### src/common/scaler_pkg.sv
// Assumes an 8-bit greyscale image in a 64 KB memory whose upper half holds the output
package scaler_pkg;

    // ======================================================================
    // Widths
    // ======================================================================
    localparam int pixel_width = 8;
    localparam int addr_width  = 16;
    localparam int coord_width = 16;
    localparam int frac_width  = 8;
    localparam int seg_width   = 7;

    // Bytes in the pixel memory
    localparam int mem_depth = 1 << addr_width;

    // ======================================================================
    // Types
    // ======================================================================
    // One greyscale sample
    typedef logic [pixel_width-1:0] pixel_t;

    // Byte address into pixel memory
    typedef logic [addr_width-1:0] addr_t;

    // Pixel coordinate, input or output image
    typedef logic [coord_width-1:0] coord_t;

    // Interpolation weight in 1/256 units
    typedef logic [frac_width-1:0] frac_t;

    // Scale factor, also in 1/256 units
    typedef logic [frac_width-1:0] scale_t;

    // Active-low segments, bit 6 is g and bit 0 is a
    typedef logic [seg_width-1:0] seg_t;

    // Output image starts halfway up the memory
    localparam addr_t output_base = addr_t'(mem_depth / 2);

endpackage

### src/scaler/bilinear_datapath.sv
// Result is truncated and not rounded, with a fixed latency of two cycles
`timescale 1ns/1ns

module bilinear_datapath (
    input  logic               clk,
    input  logic               reset_n,
    input  logic               start,
    input  scaler_pkg::pixel_t p00,
    input  scaler_pkg::pixel_t p01,
    input  scaler_pkg::pixel_t p10,
    input  scaler_pkg::pixel_t p11,
    input  scaler_pkg::frac_t  frac_x,
    input  scaler_pkg::frac_t  frac_y,
    output scaler_pkg::pixel_t pixel,
    output logic               done
);

    // Complementary weights, 256 when the fraction is 0
    logic [8:0]        wx0;
    logic [8:0]        wy0;
    // Row blends, at most 255 * 256
    logic [16:0]       top_sum;
    logic [16:0]       bot_sum;
    logic [16:0]       top_q;
    logic [16:0]       bot_q;
    scaler_pkg::frac_t fy_q;
    logic              s1_valid;
    // Vertical blend in 1/65536 units
    logic [24:0]       vert_sum;

    // ======================================================================
    // Stage 1, horizontal
    // ======================================================================
    assign wx0     = 9'd256 - frac_x;
    assign top_sum = p00 * wx0 + p01 * frac_x;
    assign bot_sum = p10 * wx0 + p11 * frac_x;

    // ======================================================================
    // Stage 2, vertical
    // ======================================================================
    assign wy0      = 9'd256 - fy_q;
    assign vert_sum = top_q * wy0 + bot_q * fy_q;

    // Valid pipe
    always_ff @(posedge clk or negedge reset_n) begin
        if (!reset_n) begin
            s1_valid <= 1'b0;
            done     <= 1'b0;
        end else begin
            s1_valid <= start;
            done     <= s1_valid;
        end
    end

    always_ff @(posedge clk) begin
        if (start) begin
            top_q <= top_sum;
            bot_q <= bot_sum;
            fy_q  <= frac_y;
        end
        if (s1_valid) begin
            pixel <= vert_sum[23:16];
        end
    end

endmodule

### config.mk
export PLATFORM = sky130hd
export DESIGN_NAME = bilinear_datapath
export DESIGN_NICKNAME = d
export VERILOG_FILES = /design/src/common/scaler_pkg.sv /design/src/scaler/bilinear_datapath.sv
export SDC_FILE = /design/constraint.sdc
export NUM_CORES = 1
export LEC_CHECK = 0
export BUFFER_PORTS_ARGS = -buffer_cell sky130_fd_sc_hd__buf_2
export CORE_ASPECT_RATIO = 1.25
export CORE_UTILIZATION = 66
export DETAILED_ROUTE_END_ITERATION = 10
export HOLD_SLACK_MARGIN = 0.02
export PLACE_DENSITY = 0.93
export RECOVER_POWER = 50
export SETUP_SLACK_MARGIN = 0.1
export SYNTH_ARGS = -nofsm -noshare
export SYNTH_HDL_FRONTEND = slang
export SYNTH_SLANG_ARGS = --single-unit
export TNS_END_PERCENT = 1
### constraint.sdc
create_clock -name clk -period 8.35 [get_ports clk]
set_input_delay 1.2525 -clock clk [delete_from_list [all_inputs] [get_ports clk]]
set_output_delay 1.2525 -clock clk [all_outputs]
set_load 0.005 [all_outputs]
# After elaboration in Yosys (flattened, before gate mapping)
# Index checks and enable logic that the tools add are counted.
[word_totals]
input_bits = 51
n_memories = 0
mem_bits_rw = 0
latchBits = 0
romBits = 0
regBits = 52
[classes]
n_bitwise = 0
div_mod_pow = 0
mux = 0
reduce_logical = 0
addsub = 5
n_shift = 0
n_lt_le_gt_ge = 0
eq_ne = 0
mul = 6
[op_table]
columns = ["op", "count"]
rows = [
  ["adder 17 x 16 -> 17 bit", 2],
  ["multiplier 8 x 9 -> 17 bit", 2],
  ["multiplier 8 x 8 -> 16 bit", 2],
  ["adder 24 bit", 1],
  ["multiplier 17 x 8 -> 24 bit", 1],
  ["multiplier 17 x 9 -> 24 bit", 1],
  ["subtractor 9 x 8 -> 9 bit (first input constant)", 2],
]

# Logic depth before layout (Yosys ltp)
[depth]
depth_word = 3
mapped_depth = 28
ltp_nobuf = 25

# Worst setup path after synthesis
# Ideal clock, no wire load.
[synth_timing]
path_kind = "in2reg"
from = "input frac_x[0]"
to = "register top_q[16], data pin"
arrival_time_ps = 7349
setup_slack_ps = 741
path_buffers = 3
cell_stages = 26
t_required_ps = 8090
path_cell_list = "clkbuf_1 clkbuf_1 inv_1 ha_1 inv_1 or3_1 xor2_1 clkbuf_1 nand2_1 fa_1 fa_1 fa_1 fa_1 inv_1 fa_1 inv_1 fa_1 inv_1 ha_1 o21a_1 a21oi_1 o21ai_1 a41oi_1 o31ai_1 a21oi_1 xnor2_1"
[synth_between]
elab_chain_cells = 3
word_cells_on_any_way = 4
classes_between = "add/sub: 2; mul: 2"
[synth_rtl]
columns = ["item", "line_no", "rtl"]
rows = [
  ["start: declaration", "bilinear_datapath.sv:12", "input scaler_pkg::frac_t frac_x,"],
  ["subtractor 9 x 8 -> 9 bit", "bilinear_datapath.sv:34", "assign wx0 = 9'd256 - frac_x;"],
  ["multiplier 8 x 9 -> 17 bit", "bilinear_datapath.sv:35", "assign top_sum = p00 * wx0 + p01 * frac_x;"],
  ["adder 17 x 16 -> 17 bit *", "bilinear_datapath.sv:35", ""],
  ["via top_sum[16]", "bilinear_datapath.sv:22", "logic [16:0] top_sum;"],
  ["end signal: assignment", "bilinear_datapath.sv:57", "top_q <= top_sum;"],
  ["end: declaration", "bilinear_datapath.sv:24", "logic [16:0] top_q;"],
]
# Mark *: on every way through the listed nets, which the timed path passes. The rest lies on a longest branch.
# A chain may end at the register's enable or synchronous reset.

# Final worst setup path
[layout_timing]
from = "input frac_x[1]"
to = "register top_q[16], data pin"
# The elaborated chain is that of the path after synthesis.

==> reports/summary.txt <==
# diodes: 0
Crit path max-delay cell type: xor2_1
GRT Total Usage: 33.44%
Max layer used: met4
Die Footprint: 30540 um^2
Ys async rst share: 3.846%
Sequential area share after synthesis: 7.879%
Starting density of the core: 67.12%
Worst slew pin tran: 2.565 ns
Fin util: 69.88%
CTS tree: done
Post-CTS Setup Bufs: 0
CP arrival: 7.76 ns
Top cells by area, synth: fa_1, ha_1, inv_1
Hold_buf cts: 0
Final nets: 2828
Syn_area_per_cell: 9.298 um^2
Number of cell rows: 70
Worst Hold Depth: 0
Area Overhead vs Synth: 4.111%
CTS clk-pin slew, worst paths: 0.08 ns
Fin crit share: 92.36%
Synthesized Nets: 2810
IO Port Bufs: 59
MaxCap Viol Count: 1
Fin. Hold Viols: 0
Violated checks: capacitance limit, slew limit
Worst-path fanout max: 20
Ys Warns: 0
Global-route wire length before repair: 78.09 mm
Cells after synthesis: 2118
CTS sink cnt: 52
Overflow after GRT: 0
Post-CTS resize count: 0
Synthesized cell area: 19690 um^2
Die Wd: 156.5 um
Met2 WL post-DR: 23.96 mm
Setup CP Type: primary input to register
Vias/cell: 5.720
Final setup vio count: 0
Total number of vias: 14490
Top_reg_cell synth: edfxtp_1
Clk Latency, worst-skew pair: 0.32 ns
Crit path required time: 8.40 ns
Largest net degree at the start of global routing: 44
Count of pins over their slew limit: 44
Core area: 29340 um^2
Most frequent cells in the layout: inv_1, fa_1, and2_1, nand2_1, ha_1
DR pass1 iterations: 6
Worst Setup End Kind: register
Routed wire length: 47.24 mm
Worst hold slack: 0.6795 ns
Seq cells post-synth: 52
Final GP Congestion: 0.9585
Max incr delay on CP: 0.61 ns
DIE HEIGHT: 195.1 um
Worst Reg2Reg Path Length in Cells: 21
Max Clock Freq: 0.1297 GHz
DR WL/cell: 18.65 um
Hpwl dp: 39.13 mm
H-tree depth: 2
Clk buf depth: 2
Share of the synthesized area in the top cell type: 44.53%
Share of cells above drive strength 1: 4.633%
Clock skew: 0.02162 ns
Most common cell after layout, fill and taps aside: inv_1
RSZ-0062 raised after global routing: no
Startpoint Class: primary input
Final ANT Viol Nets: 0
Inst Count DP: 2525
Unique cell type count in the Yosys netlist: 60
Metal-1 WL: 15.64 mm
Io pins: 60
WL met3: 3.793 mm
Setup total negative slack: 0 ns
Clock buffer count from CTS: 5
Leading area contributor after synthesis: fa_1
CP most frequent cell: fa_1
Post-route minimum period: 7.712 ns
Initial antenna violation count: 0
Slew margin rel.: -70.99%
EDFF count, synth: 50
CP cell instances: buf_2 > inv_1 > ha_1 > inv_1 > or3_1 > xor2_1 > nand2_1 > fa_1 > fa_1 > fa_1 > fa_1 > inv_1 > fa_1 > inv_1 > fa_1 > inv_1 > ha_1 > o21a_1 > a21oi_1 > o21ai_1 > a41oi_1 > o31ai_1 > a21oi_1 > xnor2_1
Worst Hold Class: register to register
Clock root buffer: clkbuf_16
Post-route DRC violation count: 0
Status: complete, but fails checks
Via count of the first global-routing pass: 16660
Finished Layout Cells: 2533
DRT iter0 DRCs: 1014
==> final timing paths <==
kind / slack [ns] / to / startpoint
min reg2reg: 0.68 / done / s1_valid
min in group asynchronous: 0.72 / done / reset_n
min: 0.68 / done / s1_valid
max reg2reg: 0.67 / pixel[6] / fy_q[6]
max: 0.64 / top_q[16] / frac_x[1]
max in group asynchronous: 7.50 / s1_valid / reset_n
==> cells by family after synthesis <==
group	Yosys count	synth area share, %
flops	52	7.879
fa+ha+maj	641	57.42
mux	1	0.05083
buf+inv	654	12.64
compound gates	87	3.063
xor+xnor	56	2.529
simple gates	627	16.41
==> flip-flops by register name (all words and copies together), names as in the netlist <==
signal	flops
bot_q	17
top_q	17
fy_q	8
pixel	8
done	1
s1_valid	1
==> cells in the mapped netlist, types with 2 or more instances <==
library cell,count
nand3_1,6
o21bai_1,4
nor3_1,9
edfxtp_1,50
o21ai_0,13
a21oi_1,27
inv_1,582
buf_6,3
or2_2,2
o21ai_1,3
o31a_1,2
o31ai_1,2
dfrtp_1,2
a211o_1,2
nand4_1,4
clkbuf_1,50
fa_1,438
or3_1,3
buf_2,7
o21a_1,8
nand2_1,276
and3_1,2
nor4_4,2
ha_1,203
nand2b_1,3
a21o_1,5
and2_1,299
buf_1,11
nor2_1,14
xor2_1,18
xnor2_1,37
a211oi_1,3
==> critical path: cells and delay by family <==
family | cells | cell delay [ns]
xor+xnor | 2 | 0.75
compound gates | 6 | 1.11
buf+inv | 6 | 0.58
fa+ha+maj | 8 | 3.57
simple gates | 2 | 0.48
==> metrics by stage <==
| step | instance area, um^2 | setup slack [ns] |
|---|---|---|
| after floorplan | 19690 | 0.7413 |
| after global placement | 20360 | 0.6364 |
| after detailed placement | 20360 | 0.3700 |
| after CTS | 20510 | 0.6933 |
| after global routing | 20500 | 0.3814 |
| final | 20500 | 0.6383 |
==> area by class of cell <==
cell class | count | area (um^2)
Multi-Input combinational cell | 1412 | 15650
Sequential cell | 52 | 1551
Inverter | 582 | 2185
Tap cell | 396 | 495.5
Timing Repair Buffer | 83 | 467.9
Fill cell | 1933 | 8838
Clock buffer | 5 | 125.1
Clock inverter | 3 | 26.28
==> metal layers <==
layer  track usage, %  up-vias
li1                 -     6170
met3            6.170      304
met5                0        -
met4            25.49        0
met1            36.11     7206
met2            57.85      810
Power is left out: the tool's default activity adds up to more than one toggle a clock period on the data nets, which glitch-free logic cannot reach.
