**src/common/scaler_pkg.sv**
```systemverilog
// Assumes an 8-bit greyscale image in a 64 KB memory whose upper half holds the output
package scaler_pkg;

    // ======================================================================
    // Widths
    // ======================================================================
    localparam int pixel_width = 8;
    localparam int addr_width  = 16;
    localparam int coord_width = 16;
    localparam int frac_width  = 8;
    localparam int seg_width   = 7;

    // Bytes in the pixel memory
    localparam int mem_depth = 1 << addr_width;

    // ======================================================================
    // Types
    // ======================================================================
    // One greyscale sample
    typedef logic [pixel_width-1:0] pixel_t;

    // Byte address into pixel memory
    typedef logic [addr_width-1:0] addr_t;

    // Pixel coordinate, input or output image
    typedef logic [coord_width-1:0] coord_t;

    // Interpolation weight in 1/256 units
    typedef logic [frac_width-1:0] frac_t;

    // Scale factor, also in 1/256 units
    typedef logic [frac_width-1:0] scale_t;

    // Active-low segments, bit 6 is g and bit 0 is a
    typedef logic [seg_width-1:0] seg_t;

    // Output image starts halfway up the memory
    localparam addr_t output_base = addr_t'(mem_depth / 2);

endpackage

```
**src/common/fetch_if.sv**
```systemverilog
// Only one fetch may be outstanding and the pixels hold from done until the next req
`timescale 1ns/1ns

interface fetch_if;

    // Request side, req is a single-cycle strobe
    logic               req;
    scaler_pkg::coord_t x_int;
    scaler_pkg::coord_t y_int;

    // Response side
    logic               done;
    scaler_pkg::pixel_t p00;
    scaler_pkg::pixel_t p01;
    scaler_pkg::pixel_t p10;
    scaler_pkg::pixel_t p11;

    // Scan controller end
    modport requester (
        output req, x_int, y_int,
        input  done, p00, p01, p10, p11
    );

    // Neighbour fetcher end
    modport responder (
        input  req, x_int, y_int,
        output done, p00, p01, p10, p11
    );

endinterface

```
**src/scaler/scan_control.sv**
```systemverilog
// Scale and side length are latched at the start of a run and img_dim must be at most 128
`timescale 1ns/1ns

module scan_control #(
    parameter int img_dim = 16
) (
    input  logic               clk,
    input  logic               reset_n,
    input  logic               clear,
    input  logic               run,
    input  scaler_pkg::scale_t scale,
    input  logic               dp_done,
    input  scaler_pkg::pixel_t pixel,
    output logic               dp_start,
    output scaler_pkg::frac_t  frac_x,
    output scaler_pkg::frac_t  frac_y,
    output logic               wr_en,
    output scaler_pkg::addr_t  wr_addr,
    output scaler_pkg::pixel_t wr_data,
    output logic               busy,
    output logic               ready,
    fetch_if.requester         fetch
);

    typedef enum logic [2:0] {
        st_idle,
        st_req,
        st_wait_fetch,
        st_start,
        st_wait_dp,
        st_ready
    } state_t;

    state_t             state;
    // Output side length, live and latched
    scaler_pkg::coord_t out_dim;
    scaler_pkg::coord_t out_dim_q;
    // Q8.8 inverse scale, 65536 for a factor of 1
    logic [16:0]        inv_scale;
    logic [16:0]        inv_q;
    // Current output coordinate
    scaler_pkg::coord_t ox;
    scaler_pkg::coord_t oy;
    // Running write address, rows are packed at out_dim stride
    scaler_pkg::addr_t  wr_ptr;
    // Source coordinates in Q8.8
    logic [32:0]        src_x;
    logic [32:0]        src_y;
    logic               last_col;
    logic               last_pixel;

    // ======================================================================
    // Geometry
    // ======================================================================
    assign out_dim   = scaler_pkg::coord_t'((img_dim * scale) >> 8);
    // Zero factor falls back to unity
    assign inv_scale = (scale != '0) ? 17'd65536 / scale : 17'd256;

    assign src_x = ox * inv_q;
    assign src_y = oy * inv_q;

    assign last_col   = (ox == out_dim_q - 1'b1);
    assign last_pixel = last_col && (oy == out_dim_q - 1'b1);

    // ======================================================================
    // Scan FSM
    // ======================================================================
    always_ff @(posedge clk or negedge reset_n) begin
        if (!reset_n) begin
            state     <= st_idle;
            out_dim_q <= '0;
            inv_q     <= '0;
            ox        <= '0;
            oy        <= '0;
            wr_ptr    <= '0;
        end else if (clear) begin
            state <= st_idle;
        end else begin
            case (state)
                st_idle: begin
                    if (run) begin
                        out_dim_q <= out_dim;
                        inv_q     <= inv_scale;
                        ox        <= '0;
                        oy        <= '0;
                        wr_ptr    <= scaler_pkg::output_base;
                        // Empty output needs no scan
                        state     <= (out_dim == '0) ? st_ready : st_req;
                    end
                end
                st_req: state <= st_wait_fetch;
                st_wait_fetch: begin
                    if (fetch.done) begin
                        state <= st_start;
                    end
                end
                st_start: state <= st_wait_dp;
                st_wait_dp: begin
                    if (dp_done) begin
                        wr_ptr <= wr_ptr + 1'b1;
                        if (last_pixel) begin
                            state <= st_ready;
                        end else begin
                            state <= st_req;
                            // Row by row
                            if (last_col) begin
                                ox <= '0;
                                oy <= oy + 1'b1;
                            end else begin
                                ox <= ox + 1'b1;
                            end
                        end
                    end
                end
                st_ready: begin
                    // Hold until run is dropped
                    if (!run) begin
                        state <= st_idle;
                    end
                end
                default: state <= st_idle;
            endcase
        end
    end

    // Fetch request with integer part of the source coordinate
    assign fetch.req   = (state == st_req);
    assign fetch.x_int = src_x[23:8];
    assign fetch.y_int = src_y[23:8];

    // Weights stay put until the write
    assign frac_x   = src_x[7:0];
    assign frac_y   = src_y[7:0];
    assign dp_start = (state == st_start);

    // Write lands on the dp_done edge
    assign wr_en   = (state == st_wait_dp) && dp_done;
    assign wr_addr = wr_ptr;
    assign wr_data = pixel;

    assign busy  = (state != st_idle) && (state != st_ready);
    assign ready = (state == st_ready);

endmodule

```
**src/flat_wrapper.sv**
```systemverilog
// flat-port wrapper written by rule: the top's interface ports become plain ports
module scan_control_flat 
#(
    parameter int img_dim = 16
)
  (clk, reset_n, clear, run, scale, dp_done, pixel, dp_start, frac_x, frac_y, wr_en, wr_addr, wr_data, busy, ready, fetch_req, fetch_x_int, fetch_y_int, fetch_done, fetch_p00, fetch_p01, fetch_p10, fetch_p11);
  fetch_if fetch_i ();
  input  logic clk;
  input  logic reset_n;
  input  logic clear;
  input  logic run;
  input  scaler_pkg::scale_t scale;
  input  logic dp_done;
  input  scaler_pkg::pixel_t pixel;
  output logic dp_start;
  output scaler_pkg::frac_t frac_x;
  output scaler_pkg::frac_t frac_y;
  output logic wr_en;
  output scaler_pkg::addr_t wr_addr;
  output scaler_pkg::pixel_t wr_data;
  output logic busy;
  output logic ready;
  output wire logic [$bits(fetch_i.req)-1:0] fetch_req;
  output wire logic [$bits(fetch_i.x_int)-1:0] fetch_x_int;
  output wire logic [$bits(fetch_i.y_int)-1:0] fetch_y_int;
  input wire logic [$bits(fetch_i.done)-1:0] fetch_done;
  input wire logic [$bits(fetch_i.p00)-1:0] fetch_p00;
  input wire logic [$bits(fetch_i.p01)-1:0] fetch_p01;
  input wire logic [$bits(fetch_i.p10)-1:0] fetch_p10;
  input wire logic [$bits(fetch_i.p11)-1:0] fetch_p11;
  assign fetch_req = fetch_i.req;
  assign fetch_x_int = fetch_i.x_int;
  assign fetch_y_int = fetch_i.y_int;
  assign fetch_i.done = fetch_done;
  assign fetch_i.p00 = fetch_p00;
  assign fetch_i.p01 = fetch_p01;
  assign fetch_i.p10 = fetch_p10;
  assign fetch_i.p11 = fetch_p11;
  scan_control #(.img_dim(img_dim)) u_core (.clk(clk), .reset_n(reset_n), .clear(clear), .run(run), .scale(scale), .dp_done(dp_done), .pixel(pixel), .dp_start(dp_start), .frac_x(frac_x), .frac_y(frac_y), .wr_en(wr_en), .wr_addr(wr_addr), .wr_data(wr_data), .busy(busy), .ready(ready), .fetch(fetch_i));
endmodule
```
**config.mk**
```make
export PLATFORM = sky130hd
export DESIGN_NAME = scan_control_flat
export DESIGN_NICKNAME = d
export VERILOG_FILES = /design/src/common/scaler_pkg.sv /design/src/common/fetch_if.sv /design/src/scaler/scan_control.sv /design/src/flat_wrapper.sv
export SDC_FILE = /design/constraint.sdc
export NUM_CORES = 2
export LEC_CHECK = 0
export ABC_CLOCK_PERIOD_IN_PS = 20900
export BUFFER_PORTS_ARGS = -buffer_cell sky130_fd_sc_hd__buf_2
export CORE_UTILIZATION = 35
export DETAILED_ROUTE_END_ITERATION = 8
export PLACE_DENSITY = 0.49
export SYNTH_ARGS = -nofsm -noshare
export SYNTH_HDL_FRONTEND = slang
export SYNTH_SLANG_ARGS = --single-unit
```
**constraint.sdc**
```tcl
create_clock -name clk -period 20.9 [get_ports clk]
set_input_delay 1.045 -clock clk [delete_from_list [all_inputs] [get_ports clk]]
set_output_delay 1.045 -clock clk [all_outputs]
set_load 0.01 [all_outputs]
```
# After elaboration in Yosys (flattened, before gate mapping)
# Cells that the tools add are included.
# classes
addsub	4
n_mul	2
div_mod_pow	1
n_eq_ne	16
mux	21
n_bitwise	1
n_reduce_logical	13
# ops
cell	count
$mux 16	9
$pmux 16 s2	3
$add 16x1->16 const B	3
$mul 16x17->24	2
$eq 16x16->1	2
$mux 3	7
$pmux 3 s6	1
$div 17x8->17 const A	1
$mux 17	1
$logic_not 16->1	1
$ne 3x3->1 const B	5
$reduce_and 4->1	2
$reduce_bool 8->1	1
$eq 3x2->1 const B	2
$eq 3x3->1 const B	2
$ne 2x2->1 const B	3
$reduce_and 6->1	1
$reduce_and 5->1	1
$sub 4x1->5 const B	1
$eq 3x1->1 const B	1
$logic_and 1x1->1	3
$logic_not 3->1	1
$reduce_and 3->1	1
$reduce_bool 3->1	1
3 further kinds	3
# totals
regBits	72
wordCells	64

# Longest topological paths before layout
# depth
depth_word	7
depth_mapped	164

# Worst setup path before layout
# Ideal clock, no wire load.
# synth_timing
path_type	input-to-reg
startpoint	input scale[0]
endpoint	register u_core.inv_q[0]
setup_time_ps	136
t_arrival_ps	32118
t_required_ps	20764
path_slack_ps	-11354
cell_stages	158
cell_sequence	buf_4 clkbuf_1 clkbuf_1 clkbuf_1 clkbuf_1 nand3_1 ha_1 mux2i_1 a21o_1 nand2_1 ha_1 nand2b_1 o21ai_2 mux2i_1 nand2_1 ha_1 o21ai_0 a21oi_1 [122 not listed] o2111ai_1 or3_4 buf_6 and2_1 ha_1 o21ai_0 a21boi_0 o21ai_0 nand2b_1 a21oi_1 nor2b_1 o21ai_0 nand2b_1 a211oi_1 o211ai_1 a311o_1 a22oi_1 o211ai_1
# synth_between
elab_chain_cells	2
word_cells_on_any_way	3
# synth_rtl
element	line_no	rtl
start, declared	flat_wrapper.sv:12	input scaler_pkg::scale_t scale;
$div 17x8->17 or $reduce_bool 8->1 (tied branches)	scan_control.sv:57	assign inv_scale = (scale != '0) ? 17'd65536 / scale : 17'd256;
$mux 17 *	scan_control.sv:57	
end signal, assigned	scan_control.sv:83	inv_q <= inv_scale;
end, declared	scan_control.sv:40	logic [16:0] inv_q;
# Mark *: on every way between the ends. The rest lies on a longest branch, timed or not.
# A chain may end at the register's enable or synchronous reset.

# Final worst setup path
# layout_timing
startpoint	input scale[7]
endpoint	register u_core.inv_q[0]
# Same word-level chain as after synthesis.

==> results.md <==
- Ys async rst share: 100%
- Global-route wire length before repair: 124 mm
- Final WS setup: -6.86 ns
- Hpwl dp: around 59 mm
- Synth cell types: 108
- Failing checks: negative setup slack
- Initial Utilization: between 30% and 40%
- Mean Syn Cell Area: 8.23 sq um
- Status: finished, violations left
- Slowest CP cell: or4_4
- Hold_buf cts: 0
- Placed instance area: between 20000 and 30000 sq um
- Critical Path AT: 28.01 ns
- CTS tree: built
- Worst Skew: 0.0145 ns
- HP Class: reg2reg
- Worst Path Buf+Inv: 9
- Avg Vias per Cell: ~5.1
- Routed wire length per instance: between 15 and 20 microns
- RSZ-0062 raised after global routing: true
- Die Area: around 70000 sq um
- Req. time, crit path: around 21 ns
- Synth area leaders: fa_1, ha_1, dfrtp_1
- Synth Flop Type: dfrtp_1
- Core area: 67500 sq um
- Placed Instances: approximately 4200
- Die Y: 264 microns
- Met3 WL: about 2.4 mm
- Synth area leader: fa_1
- Final hold vios: 0
- M1 wire length: 32.3 mm
- Number of global-route vias before repair: 23570
- Gp weighted congestion: 0.891
- Sink Count: a little over 70
- Hold slack: around 0.47 ns
- Top delay family on crit path: compound AO/OA/AOI/OAI gates
- Post-Syn Instances: around 2900
- DRC marker count from the first detailed-route iteration: roughly 1000
- # diodes: 0
- Largest net degree at the start of global routing: slightly above 50
- Syn Nets: 3546
- Top sig layer: met4
- Reg2reg start: u_core.ox[5]
- Final ANT Viol Nets: 0
- Yosys reg bits: ~70
- Number of synthesized flops with an enable pin: 0
- Total track usage: around 22%
- Min-delay src: u_core.inv_q[15]
- CTS Buf Count: 9
- Synthesis warning total: 0
- Final #Nets: between 4000 and 5000
- Max-slew violation count: 0
- Metal2 WL: a little under 40 mm
- Setup violators final: 4
- DR vias: 22107
- Gr ovfl total: 0
- Count of non-filler cells in the finished layout: between 4000 and 5000
- # port buffers: 82
- Seq/Total Area, Yosys: around 7.5%
- Period utilization: 133%
- Mapped Area: roughly 24000 sq um
- Cell mode on critical path: a21o_1
- Drt first pass iters: 5
- Clk slew on worst S/H paths: roughly 0.070 ns
- Layout area overhead: 28.5%
- Critical path class: in2reg
- Worst setup EP type: flop
- Finished Cell Area: 30800 sq um
- I/O pins: about 130
- Critical Path Start: scale[7]
- H-tree levels: 3
- Count of maximum capacitance violations: 0
- DIE WIDTH: between 200 and 300 microns
- Share of layout cells above drive strength 1: roughly a quarter
- FMAX: ~36 MHz
- Row count: between 90 and 100
- Clock tree buffer depth: 2
- Post-layout util: a little under half
- DRC viols: 0
- Slowest stage delay, CP: around 0.55 ns
- Slew headroom: a little over a third
- Worst skew pair latency: approximately 0.37 ns
- CP max FO: 7
- Actual slew at the worst max-slew pin: about 0.98 ns
- Critical Path Start Type: primary input
- Root Driver: clkbuf_16
- Top-area cell type share of the netlist area: between 20% and 30%
- Fin crit period: roughly 28 ns
- Initial antenna violation count: 0
- DRT Wirelength: 76.1 mm
[repair_timing]
action                                  4_1_cts  5_1_grt
gates resized for setup                      63       71
endpoints found under the setup margin        4        4
buffers inserted                             87       46
gates cloned                                  1        0
pin swaps                                    38       58
[layout make-up]
class                   count  area (sq um)
well taps                 873          1090
fillers                  6686         36700
clock buffers              12           256
clock inverters             4          28.8
inverters                 458          1720
repair buffers            693          5130
multi-input cells        2239         20800
flip-flops and latches     72          1800
[sequential cells by signal, summed over array words and instances, names as in the netlist]
| register | count |
|---|---|
| u_core.inv_q | 17 |
| u_core.oy | 16 |
| u_core.ox | 16 |
| u_core.state | 3 |
| u_core.wr_addr | 16 |
| u_core.out_dim_q | 4 |
[per-stage QoR]
stage	TNS [ns]	worst slack, ns
finish	-16.16	-6.86
global route	-20.98	-8.29
CTS	-14.54	-6.66
detailed placement	-20.54	-8.33
global placement	-17.08	-7.36
floorplan	-20.54	-8.22
[cells by family (layout without fill, tap and decap cells)]
family / count (synthesis) / after routing / synth area share (%)
muxes: 47 / 47 / 2.14
xor gates and xnor gates: 167 / 167 / 6.10
DFF: 72 / 72 / 7.51
adders and majority gates: 577 / 577 / 41.0
and+or+nand+nor: 983 / 984 / 19.9
buffers and inverters: 605 / 1167 / 9.75
AOI/OAI and AO/OA: 464 / 464 / 13.6
[layer usage]
| metal | global-route usage, % | vias to the layer above |
|---|---|---|
| li1 | - | 10494 |
| met1 | 27.0 | 11078 |
| met2 | 41.2 | 426 |
| met3 | 1.58 | 109 |
| met4 | 6.76 | 0 |
| met5 | 0 | - |
[synth_stat cells (14+ instances only)]
cell type  count
nor2b_1       17
o21bai_1      35
mux2i_1       23
and2_1       186
a21oi_1      113
buf_1         14
xor2_1        65
nand4_1       17
inv_1        457
xnor2_1      102
clkbuf_1     112
and3_1        15
nor2_1       152
or3_1         19
a31oi_1       17
dfrtp_1       72
o21a_1        28
mux2_2        18
o31ai_1       20
nand2_1      413
ha_1         229
fa_1         348
nor3_1        34
o21ai_0       71
nand3_1       36
nand2b_1      29
a21o_1        39
[layout by cell type (no fill, tap or decap), types with 12 or more instances in the layout]
cell type and count:
nand2_1 408, a31oi_1 13, dfrtp_1 72, a21o_1 39, xnor2_1 102, o31ai_1 14, xor2_1 65, ha_4 17
or3_1 16, mux2i_1 19, a21oi_1 90, mux2_2 12, fa_1 348, buf_2 79, nand4_1 17, a21oi_2 23
and2_1 178, buf_4 586, and3_1 14, o211ai_1 12, inv_1 456, o21ai_2 17, ha_1 211, buf_6 24
nor2b_1 12, o21a_1 28, o21bai_1 33, nor3_1 34, nor2_1 143, nand2b_1 28, o21ai_0 51, nand3_1 33
o21ai_1 14
[worst reg2reg max path, stage by stage (launching register included)]
cell and delay, ns:
dfrtp_1 0.94, and3_1 0.32, and3_1 0.21, nand3_1 0.12, inv_1 0.12, nand4_1 0.24, a21oi_1 0.38, o21a_1 0.73
nand4_1 0.24, or2_2 0.39, or3_1 0.32, a21oi_1 0.14
[path summary, 6_finish.rpt]
kind | to | slack (ns) | cells after the start
hold reg to reg | u_core.inv_q[15] | 0.47 | 2
min in group asynchronous | u_core.wr_addr[10] | 0.57 | 1
hold / removal | u_core.inv_q[15] | 0.47 | 2
setup reg to reg | u_core.oy[12] | 16.67 | 11
max in group asynchronous | u_core.ox[6] | 19.30 | 2
setup / recovery | u_core.inv_q[0] | -6.86 | 151
Power is not shown: default switching activity piles up to over one toggle a cycle in this logic, so the estimate is an artifact.
