`config.mk`:
```
export PLATFORM = sky130hd
export DESIGN_NAME = neighbour_fetch_flat
export DESIGN_NICKNAME = d
export VERILOG_FILES = /design/src/common/scaler_pkg.sv /design/src/common/fetch_if.sv /design/src/scaler/neighbour_fetch.sv /design/src/flat_wrapper.sv
export SDC_FILE = /design/constraint.sdc
export NUM_CORES = 1
export LEC_CHECK = 0
export BUFFER_PORTS_ARGS = -buffer_cell sky130_fd_sc_hd__buf_2
export CAP_MARGIN = 20
export CORE_MARGIN = 2
export CORE_UTILIZATION = 35
export DETAILED_ROUTE_END_ITERATION = 6
export PLACE_DENSITY = 0.51
export SYNTH_ARGS = -nofsm -noshare
export SYNTH_HDL_FRONTEND = slang
export SYNTH_SLANG_ARGS = --single-unit
```
`constraint.sdc`:
```
create_clock -name clk -period 6.6 [get_ports clk]
set_clock_uncertainty 0.2 [all_clocks]
set_input_delay 1.32 -clock clk [delete_from_list [all_inputs] [get_ports clk]]
set_output_delay 1.32 -clock clk [all_outputs]
set_load 0.01 [all_outputs]
```
`src/common/scaler_pkg.sv`:
```
// Assumes an 8-bit greyscale image in a 64 KB memory whose upper half holds the output
package scaler_pkg;

    // ======================================================================
    // Widths
    // ======================================================================
    localparam int pixel_width = 8;
    localparam int addr_width  = 16;
    localparam int coord_width = 16;
    localparam int frac_width  = 8;
    localparam int seg_width   = 7;

    // Bytes in the pixel memory
    localparam int mem_depth = 1 << addr_width;

    // ======================================================================
    // Types
    // ======================================================================
    // One greyscale sample
    typedef logic [pixel_width-1:0] pixel_t;

    // Byte address into pixel memory
    typedef logic [addr_width-1:0] addr_t;

    // Pixel coordinate, input or output image
    typedef logic [coord_width-1:0] coord_t;

    // Interpolation weight in 1/256 units
    typedef logic [frac_width-1:0] frac_t;

    // Scale factor, also in 1/256 units
    typedef logic [frac_width-1:0] scale_t;

    // Active-low segments, bit 6 is g and bit 0 is a
    typedef logic [seg_width-1:0] seg_t;

    // Output image starts halfway up the memory
    localparam addr_t output_base = addr_t'(mem_depth / 2);

endpackage

```
`src/common/fetch_if.sv`:
```
// Only one fetch may be outstanding and the pixels hold from done until the next req
`timescale 1ns/1ns

interface fetch_if;

    // Request side, req is a single-cycle strobe
    logic               req;
    scaler_pkg::coord_t x_int;
    scaler_pkg::coord_t y_int;

    // Response side
    logic               done;
    scaler_pkg::pixel_t p00;
    scaler_pkg::pixel_t p01;
    scaler_pkg::pixel_t p10;
    scaler_pkg::pixel_t p11;

    // Scan controller end
    modport requester (
        output req, x_int, y_int,
        input  done, p00, p01, p10, p11
    );

    // Neighbour fetcher end
    modport responder (
        input  req, x_int, y_int,
        output done, p00, p01, p10, p11
    );

endinterface

```
`src/scaler/neighbour_fetch.sv`:
```
// The input image sits at address 0 with img_dim at most 128 and indices past the edge clamp
`timescale 1ns/1ns

module neighbour_fetch #(
    parameter int img_dim = 16
) (
    input  logic               clk,
    input  logic               reset_n,
    input  logic               clear,
    input  scaler_pkg::pixel_t rd_data,
    output scaler_pkg::addr_t  rd_addr,
    fetch_if.responder         fetch
);

    // Last valid row or column
    localparam scaler_pkg::coord_t last_idx = scaler_pkg::coord_t'(img_dim - 1);

    logic               active;
    // Read slot, data of slot k returns in slot k+1
    logic [2:0]         step;
    // Clamped neighbourhood corners
    scaler_pkg::coord_t x0;
    scaler_pkg::coord_t x1;
    scaler_pkg::coord_t y0;
    scaler_pkg::coord_t y1;
    scaler_pkg::coord_t row;
    scaler_pkg::coord_t col;
    logic               accept;

    function automatic scaler_pkg::coord_t clamp(input scaler_pkg::coord_t v);
        return (v > last_idx) ? last_idx : v;
    endfunction

    assign accept = !active && fetch.req;

    // ======================================================================
    // Sequencer
    // ======================================================================
    always_ff @(posedge clk or negedge reset_n) begin
        if (!reset_n) begin
            active     <= 1'b0;
            step       <= '0;
            fetch.done <= 1'b0;
        end else if (clear) begin
            active     <= 1'b0;
            step       <= '0;
            fetch.done <= 1'b0;
        end else begin
            fetch.done <= 1'b0;
            if (accept) begin
                active <= 1'b1;
                step   <= '0;
            end else if (active) begin
                step <= step + 1'b1;
                // p11 arrives in slot 4
                if (step == 3'd4) begin
                    active     <= 1'b0;
                    fetch.done <= 1'b1;
                end
            end
        end
    end

    // Coordinates and pixels
    always_ff @(posedge clk) begin
        if (accept) begin
            x0 <= clamp(fetch.x_int);
            x1 <= clamp(fetch.x_int + 1'b1);
            y0 <= clamp(fetch.y_int);
            y1 <= clamp(fetch.y_int + 1'b1);
        end
        if (active) begin
            case (step)
                3'd1:    fetch.p00 <= rd_data;
                3'd2:    fetch.p01 <= rd_data;
                3'd3:    fetch.p10 <= rd_data;
                3'd4:    fetch.p11 <= rd_data;
                default: ;
            endcase
        end
    end

    // Slot order 00, 01, 10, 11
    assign row     = step[1] ? y1 : y0;
    assign col     = step[0] ? x1 : x0;
    assign rd_addr = scaler_pkg::addr_t'(row * img_dim + col);

endmodule

```
`src/flat_wrapper.sv`:
```
// flat-port wrapper written by rule: the top's interface ports become plain ports
module neighbour_fetch_flat 
#(
    parameter int img_dim = 16
)
  (clk, reset_n, clear, rd_data, rd_addr, fetch_req, fetch_x_int, fetch_y_int, fetch_done, fetch_p00, fetch_p01, fetch_p10, fetch_p11);
  fetch_if fetch_i ();
  input  logic clk;
  input  logic reset_n;
  input  logic clear;
  input  scaler_pkg::pixel_t rd_data;
  output scaler_pkg::addr_t rd_addr;
  input wire logic [$bits(fetch_i.req)-1:0] fetch_req;
  input wire logic [$bits(fetch_i.x_int)-1:0] fetch_x_int;
  input wire logic [$bits(fetch_i.y_int)-1:0] fetch_y_int;
  output wire logic [$bits(fetch_i.done)-1:0] fetch_done;
  output wire logic [$bits(fetch_i.p00)-1:0] fetch_p00;
  output wire logic [$bits(fetch_i.p01)-1:0] fetch_p01;
  output wire logic [$bits(fetch_i.p10)-1:0] fetch_p10;
  output wire logic [$bits(fetch_i.p11)-1:0] fetch_p11;
  assign fetch_i.req = fetch_req;
  assign fetch_i.x_int = fetch_x_int;
  assign fetch_i.y_int = fetch_y_int;
  assign fetch_done = fetch_i.done;
  assign fetch_p00 = fetch_i.p00;
  assign fetch_p01 = fetch_i.p01;
  assign fetch_p10 = fetch_i.p10;
  assign fetch_p11 = fetch_i.p11;
  neighbour_fetch #(.img_dim(img_dim)) u_core (.clk(clk), .reset_n(reset_n), .clear(clear), .rd_data(rd_data), .rd_addr(rd_addr), .fetch(fetch_i));
endmodule
```
======== Word level (Yosys, flattened, before mapping) ========
Index checks and enable logic that the tools add are counted.
Widths: inputs -> output; s select.
word-level totals
  output and inout bits ................... 49
  memories ................................ 0
  bits in latches ......................... 0
  memory bits (writable) .................. 0
  memory bits (read-only) ................. 0
  flip-flop bits (word level) ............. 93
operators by class
  muxes and demuxes ....................... 13
  shift-type cells ........................ 0
  order comparisons ....................... 4
  multipliers ............................. 0
  add/sub/neg operators ................... 4
  bitwise logic cells ..................... 0
  equal/unequal tests ..................... 4
  div/mod/pow operators ................... 0
  reductions and logical operators ........ 7
operator list
  kind                   count
  $gt 16x4->1 const B    4
  $add 16x1->16 const B  2
  $add 16x16->16         1
  $mux 16                1
  $mux 12                1
  $mux 3                 3
  $mux 1                 8
  $reduce_and 2->1       4
  $eq 3x2->1 const B     2
  $add 3x1->3 const B    1
  $eq 3x1->1 const B     1
  $eq 3x3->1 const B     1
  $reduce_bool 3->1      1
  $logic_and 1x1->1      1
  $logic_not 1->1        1

======== Logic depth before layout (Yosys ltp) ========
Gate-level depths: netlist of run 1.
  depth after elaboration ................. 5
  depth in mapped cells ................... 9
  mapped depth without buffers ............ 8

======== Least setup slack after synthesis of run 1 ========
OpenSTA, ideal clock, no wires.
  path kind ............................... input -> register
  from .................................... input port fetch_req
  to ...................................... register u_core.x0[0], enable pin
  stages .................................. 1
  data required time ...................... 5924 ps
  arrival ................................. 3793 ps
  library setup time ...................... 476 ps
  path buffers ............................ 0
  setup slack ............................. 2131 ps
  cell sequence ........................... nor2b_1
between the ends
  cells in the longest elaborated chain, start to end .. 1
ends and longest elaborated chain
  item                  line                   source
  from (decl)           flat_wrapper.sv:13     input wire logic [$bits(fetch_i.req)-1:0] fetch_req;
  $logic_and 1x1->1     neighbour_fetch.sv:34  assign accept = !active && fetch.req;
  to (signal assigned)  neighbour_fetch.sv:67  x0 <= clamp(fetch.x_int);
  to (decl)             neighbour_fetch.sv:22  scaler_pkg::coord_t x0;
No other way between the ends.
A chain may end at the register's enable or synchronous reset.

======== Final worst setup path of run 1 ========
  from .................................... register u_core.step[0]
  to ...................................... output port rd_addr[14]
between the ends
  cells in the longest elaborated chain, start to end .. 2
ends and longest elaborated chain
  item                    line                   source
  from (decl)             neighbour_fetch.sv:20  logic [2:0] step;
  from (signal assigned)  neighbour_fetch.sv:54  step <= step + 1'b1;
  $mux 16                 neighbour_fetch.sv:85  assign col = step[0] ? x1 : x0;
  $add 16x16->16          neighbour_fetch.sv:86  assign rd_addr = scaler_pkg::addr_t'(row * img_dim + col);
  to (decl)               flat_wrapper.sv:12     output scaler_pkg::addr_t rd_addr;
No other way between the ends.

==> impl_results.md, run 1 <==
* Fill count at 1127
* Final WL at 7.981 mm
* Post-synthesis cell type count at 47
* Worst Path Required at 5.08 ns
* CTS tree: yes
* CP top delay family: compound AO/OA/AOI/OAI gates
* Internal power at 1.076 mW
* Area leader, netlist: edfxtp_1
* Gpl congestion at 0.7372
* Power per cell area at 251.7 mW/mm2
* Top-area cell type share of the netlist area at 60.33%
* Relative slew margins at 53.94%
* FF-to-FF End: u_core.fetch.p10[1]
* Switching pwr at 0.3132 mW
* Initial antenna violation count at 0
* Slew Limit Fails at 0
* Post-Layout Cell Count at 618
* I/O pins at 93
* Switching fraction of total power at 22.54%
* Crit-path cells: buf_4, mux2_2, ha_1, fa_1, a21oi_1, nor2b_1, o31ai_1, a21oi_1, o311ai_0, buf_2
* Ys async rst share at 5.376%
* Area contributors post-synth: edfxtp_1 60%, mux2_2 6.7%, ha_1 5.7%
* Commonest non-fill, non-tap cell in the layout: buf_2
* Die ar. at 0.01343 mm2
* Worst-path clk slew at 0.06 ns
* Residual DRC at 0
* Leakage at 2.053 nW
* Worst Setup End Kind: output port
* Synth warn at 0
* Reg2Reg Depth at 3
* Min-delay src: u_core.step[2]
* # clock sinks at 93
* Sequential share of power at 48.5%
* Die width at 115.9 um
* Setup TNS at 0 ns
* Ys flop type: edfxtp_1
* Highest Clock Rate at 197.8 MHz
* Fin. Hold Viols at 0
* Share of total power in the clock network at 38.7%
* Standard-cell rows at 40
* Setup slack, reg-to-reg at 4.46 ns
* Reg-to-Reg Start: u_core.step[1]
* Critical Path AT at 3.54 ns
* Drt first pass iters at 4
* Commonest non-fill, non-tap cells in the layout: 92 x buf_2, 88 x edfxtp_1, 40 x conb_1, 26 x mux2_2, 20 x ha_1
* Setup violators final at 0
* Type of origin of the critical path: flop
* Ant. Diodes at 0
* Worst slack at placement at 1.870 ns
* Post-CTS setup buffers at 0
* Vias at 2774
* Initial Utilization at 36.17%
* Post-Syn Area per Cell at 14.36 um2
* Count of state elements after synthesis at 93
* Cells on Worst Hold Path at 3
* Number of routed nets with antenna violations at 0
* Routed len/inst at 12.91 um
* Core ar. at 0.01211 mm2
* HPWL after DPL at 5.799 mm
* Slew @ Worst Pin at 0.6909 ns
* Post-synthesis sequential area ratio at 63.18%
* Final worst setup slack at 1.545 ns
* Max_cap viols at 0
* Cells after DPL at 602
* Cts repair resizes at 0
* Num CTS Buffers at 9
* Mapped Cells at 305
* Hold Path End: u_core.step[2]
* Post-synth EDFFs at 88
* Min Tclk post-route at 5.055 ns
* Worst Path Buf+Inv at 2
* Crit share post-route at 76.59%
* Worst skew pair latency at 0.33 ns
* H-tree depth at 3
* Clock Tree Buf Depth at 2
* Die H at 115.9 um
* Gr usage total at 12.67%
* Unrepaired setup endpoints after global routing: false
* Initial DRC Count at 130
* Vias in the first global route at 2702
* Area grow syn2layout at 26.02%
* Largest net degree at the start of global routing at 57
* First-pass GRT wire length at 13.07 mm
* Root Buffer: clkbuf_16
* Vias per Instance at 4.489
* Worst Hold Class: flop to flop
* Hold-fix buffer count after cts at 0
* Comb pwr share at 12.8%
* Slowest CP cell: dfrtp_1
* Final Power at 1.389 mW
* Crit-path max FO at 11
* GRT overflow at 0
* Share of cells above drive strength 1 at 33.11%
* Kind of critical path: flop to output port
* Status: completed
* Buffers on Ports at 92
* Final net count at 510
* Worst path max stage delay at 0.60 ns
* Top cell by count, worst path: a21oi_1
* Synthesized area at 0.004380 mm2
* Peak VDD IR at 0.0001098 V
[synthesized netlist by cell type (2+ instances only)]
library cell,n
o31a_1,2
mux2_2,26
ha_1,20
o21a_1,2
xor2_1,3
a21o_1,2
nor4_1,6
a21oi_1,9
xnor2_1,12
dfrtp_1,5
clkbuf_1,3
mux2i_1,9
o211ai_1,2
nand4_1,8
or3_1,3
or2_2,7
nand2b_1,5
nand3_1,14
inv_1,8
nand3b_1,2
nor3_1,10
a31o_2,3
nand2_1,13
o21ai_0,5
nor2b_1,4
edfxtp_1,88
nor2_1,11
and3_1,4
[per-layer routing]
metal	track usage [%]	vias up	wire [um]
met5	0	-	0
met4	5.238	0	121
met3	2.929	9	361
met2	20.51	65	3724
met1	16.49	1275	3773
li1	-	1425	-
[sequential cells by signal, indices dropped and copies added (netlist names)]
name and count:
u_core.fetch.p01 8, u_core.x0 16, u_core.x1 16, u_core.y1 12, u_core.fetch.done 1, u_core.fetch.p11 8
u_core.y0 12, u_core.active 1, u_core.step 3, u_core.fetch.p10 8, u_core.fetch.p00 8
[worst max path at each step]
| stage | start | to | slack [ns] | cells after the start |
|---|---|---|---|---|
| 3_3_place_gp | u_core.step[0] | rd_addr[14] | 1.99 | 10 |
| 3_5_place_dp | u_core.step[0] | rd_addr[14] | 1.87 | 10 |
| 2_1_floorplan | fetch_req | u_core.x0[0] | 2.13 | 1 |
| 6_report | u_core.step[0] | rd_addr[14] | 1.54 | 10 |
| 4_1_cts | u_core.step[0] | rd_addr[14] | 1.49 | 10 |
| 5_1_grt | u_core.step[0] | rd_addr[14] | 1.17 | 10 |
[through the flow]
| stage | area, um2 | util (%) | hold WS (ns) |
|---|---|---|---|
| 3_3_place_gp | 5205 | 42.98 | 0.4739 |
| 5_1_grt | 5520 | 45.58 | 0.5523 |
| 4_1_cts | 5520 | 45.58 | 0.4835 |
| 2_1_floorplan | 4527 | - | 0.3622 |
| 3_5_place_dp | 5205 | 42.98 | 0.4728 |
| 6_report | 5520 | 45.58 | 0.4793 |
[worst reg2reg max path: cells and delay by family, from the launching register on]
kind / cells / cell delay (ns)
DFF: 1 / 0.77
adders and majority gates: 2 / 0.43
and+or+nand+nor: 1 / 0.40
[cell families after synthesis]
group | Yosys count | synth area share (%)
simple gates | 93 | 11.68
xor+xnor | 15 | 2.999
buf+inv | 12 | 1.028
compound gates | 35 | 6.112
other cells | 1 | 0.08561
flops | 93 | 63.18
mux | 35 | 8.740
fa+ha+maj | 21 | 6.170
[layout make-up]
cell class | instances | area [um2] | area share [%]
Sequential cell | 93 | 2768 | 50.14
Multi-Input combinational cell | 239 | 1722 | 31.19
Timing Repair Buffer | 94 | 475.5 | 8.613
Clock buffer | 10 | 229.0 | 4.148
Tap cell | 168 | 210.2 | 3.808
Clock inverter | 6 | 86.33 | 1.564
Inverter | 8 | 30.03 | 0.5440
[power by group through the flow]
stage | sequential (mW) | combinational [mW] | clock (mW)
after CTS | 0.674 | 0.180 | 0.552
final | 0.674 | 0.178 | 0.538
after detailed placement | 0.687 | 0.179 | 0
after floorplan | 0.684 | 0.113 | 0
after global placement | 0.686 | 0.178 | 0
after global routing | 0.676 | 0.200 | 0.579
Note: power is estimated with default switching activity, not from simulation.
==> run 2, diff against run 1 <==
--- a/config.mk
+++ b/config.mk
@@ -10,7 +10,7 @@
 export CORE_MARGIN = 2
 export CORE_UTILIZATION = 35
 export DETAILED_ROUTE_END_ITERATION = 6
-export PLACE_DENSITY = 0.51
+export PLACE_DENSITY = 0.53
 export SYNTH_ARGS = -nofsm -noshare
 export SYNTH_HDL_FRONTEND = slang
 export SYNTH_SLANG_ARGS = --single-unit
==> constraint.sdc (replaced) <==
create_clock -name clk -period 4.51 [get_ports clk]
set_clock_uncertainty 0.2 [all_clocks]
set_input_delay 0.902 -clock clk [delete_from_list [all_inputs] [get_ports clk]]
set_output_delay 0.902 -clock clk [all_outputs]
set_load 0.01 [all_outputs]
==> impl_results.md, run 2 (synthesis results as in run 1) <==
* Status: completed
* Crit share post-route at 93.12%
* Commonest non-fill, non-tap cells in the layout: 92 x buf_2, 88 x edfxtp_1, 40 x conb_1, 26 x mux2_2, 20 x ha_1
* Kind of critical path: flop to output port
* Share of cells above drive strength 1 at 33.63% (+0.52 points)
* Commonest non-fill, non-tap cell in the layout: buf_2
* Ant. Diodes at 0 (unchanged)
* Largest regs: u_core.x0: 16 flops, u_core.x1: 16 flops
* Highest Clock Rate at 238.1 MHz
* Setup slack, reg-to-reg at 2.58 ns (-1.88 ns)
* I/O pins at 93 (unchanged)
* Reg-to-Reg Start: u_core.step[0]
* Initial DRC Count at 108 (-17%)
* Share of total power in the clock network at 38.9% (+0.2 points)
* Peak VDD IR at 0.0002259 V (+110%)
* Worst Setup End Kind: output port
* H-tree depth at 3 (unchanged)
* Power per cell area at 368.6 mW/mm2 (+46%)
* Switching pwr at 0.4647 mW (+48%)
* Critical Path AT at 3.10 ns (-0.44 ns)
* Multi-input gate area at 0.001722 mm2 (unchanged)
* HPWL after DPL at 5.913 mm (+2.0%)
* Cells after DPL at 604 (+0.33%)
* Setup TNS at 0 ns (unchanged)
* Drt first pass iters at 4 (unchanged)
* Clock Tree Buf Depth at 2 (unchanged)
* Final net count at 512 (+0.39%)
* Util after Layout at 45.76% (+0.19 points)
* Relative slew margins at 53.42% (-0.52 points)
* Setup violators final at 0 (unchanged)
* Die H at 115.9 um (unchanged)
* Max_cap viols at 0 (unchanged)
* Leakage at 2.065 nW (+0.57%)
* Sequential share of power at 48.2% (-0.3 points)
* First-pass GRT wire length at 12.69 mm (-2.9%)
* Core ar. at 0.01211 mm2 (unchanged)
* CTS tree: yes
* Internal power at 1.578 mW (+47%)
* Num CTS Buffers at 9 (unchanged)
* Initial Utilization at 36.17% (unchanged)
* Gpl congestion at 0.7518 (+2.0%)
* Routed len/inst at 12.71 um (-1.6%)
* Vias in the first global route at 2698 (-0.15%)
* Crit-path max FO at 8 (-3)
* Post-Layout Cell Count at 620 (+0.32%)
* Area grow syn2layout at 26.54%
* Final WL at 7.880 mm (-1.3%)
* Gr usage total at 12.43% (-0.24 points)
* Slew @ Worst Pin at 0.6987 ns (+0.007764 ns)
* # clock sinks at 93 (unchanged)
* Root Buffer: clkbuf_16
* Buffers on Ports at 92 (unchanged)
* Residual DRC at 0 (unchanged)
* Fin. Hold Viols at 0 (unchanged)
* Fill count at 1142 (+1.3%)
* Die ar. at 0.01343 mm2 (unchanged)
* GRT overflow at 0 (unchanged)
* Worst hold margin at 0.1746 ns (-0.3047 ns)
* Reg2Reg Depth at 4 (+1)
* Min Tclk post-route at 4.200 ns
* Comb pwr share at 12.9% (about the same)
* Worst skew pair latency at 0.33 ns (about the same)
* Vias per Instance at 4.548 (+1.3%)
* Worst Hold Class: primary input to asynchronous set/reset pin
* Unrepaired setup endpoints after global routing: false
* Post-CTS setup buffers at 0 (unchanged)
* Number of routed nets with antenna violations at 0 (unchanged)
* Die width at 115.9 um (unchanged)
* Switching fraction of total power at 22.75% (+0.20 points)
* Type of origin of the critical path: flop
* Standard-cell rows at 40 (unchanged)
* Worst-path clk slew at 0.06 ns (about the same)
* Vias at 2820 (+1.7%)
* Final Power at 2.043 mW (+47%)
* Initial antenna violation count at 0 (unchanged)
* Largest net degree at the start of global routing at 57 (unchanged)
* Slew Limit Fails at 0 (unchanged)
* Seq. cell area at 0.002769 mm2 (about the same)
* Worst Path Required at 3.41 ns (-1.67 ns)
* FF-to-FF End: u_core.fetch.p11[0]
[run 2: changes by cell type in the layout (fill, tap and decap cells not counted), sizes merged]
cell / before / now
buf: 94 / 96
clkbuf: 10 / 9
inv: 9 / 10
[run 2: layout make-up]
type,count,share of cell area (%)
Sequential cell,93,49.95
Multi-Input combinational cell,239,31.06
Timing Repair Buffer,96,8.849
Clock buffer,9,4.063
Tap cell,168,3.792
Clock inverter,7,1.738
Inverter,8,0.5418
[run 2: worst max-delay path by stage]
stage	startpoint	to	cells past startpoint	slack, ns
after floorplan	fetch_req	u_core.x0[0]	1	0.46
after global placement	u_core.step[0]	rd_addr[14]	9	0.57
after detailed placement	u_core.step[0]	rd_addr[14]	9	0.52
after CTS	u_core.step[0]	rd_addr[14]	9	0.14
after global routing	u_core.step[0]	rd_addr[14]	9	0.002
final	u_core.step[0]	rd_addr[14]	9	0.31
[run 2: metrics by stage]
step                      worst slack, ns  area [um2]
after floorplan                    0.4595        4527
after global placement             0.5694        5220
after detailed placement           0.5216        5220
after CTS                          0.1432        5542
after global routing             0.002413        5543
final                              0.3103        5543
[run 2: what timing repair did]
action	CTS	global route
hold buffers	0	0
setup endpoints to repair	0	1
gates resized for setup	0	1
[run 2: power by group through the flow]
| stage | sequential [mW] | combinational, mW | clock [mW] |
|---|---|---|---|
| 6_report | 0.984 | 0.263 | 0.796 |
| 3_3_place_gp | 1.00 | 0.264 | 0 |
| 5_1_grt | 0.986 | 0.298 | 0.857 |
| 3_5_place_dp | 1.00 | 0.266 | 0 |
| 2_1_floorplan | 1.00 | 0.165 | 0 |
| 4_1_cts | 0.984 | 0.268 | 0.825 |
[run 2: metal layers]
layer | track usage (%) | share of wire (%) | vias to the layer above
met5 | 0 | 0 | -
met4 | 6.190 | 1.5 | 0
met3 | 2.877 | 4.5 | 8
met2 | 20.43 | 49 | 67
met1 | 15.46 | 45 | 1321
li1 | - | - | 1424
[run 2: critical path: stages (launching register included)]
cell and delay (ns):
dfrtp_2 0.47, mux2_2 0.36, ha_1 0.21, fa_1 0.42
a21oi_1 0.15, nor2b_1 0.07, o31ai_1 0.33, a21oi_1 0.16
o311ai_0 0.38, buf_2 0.20
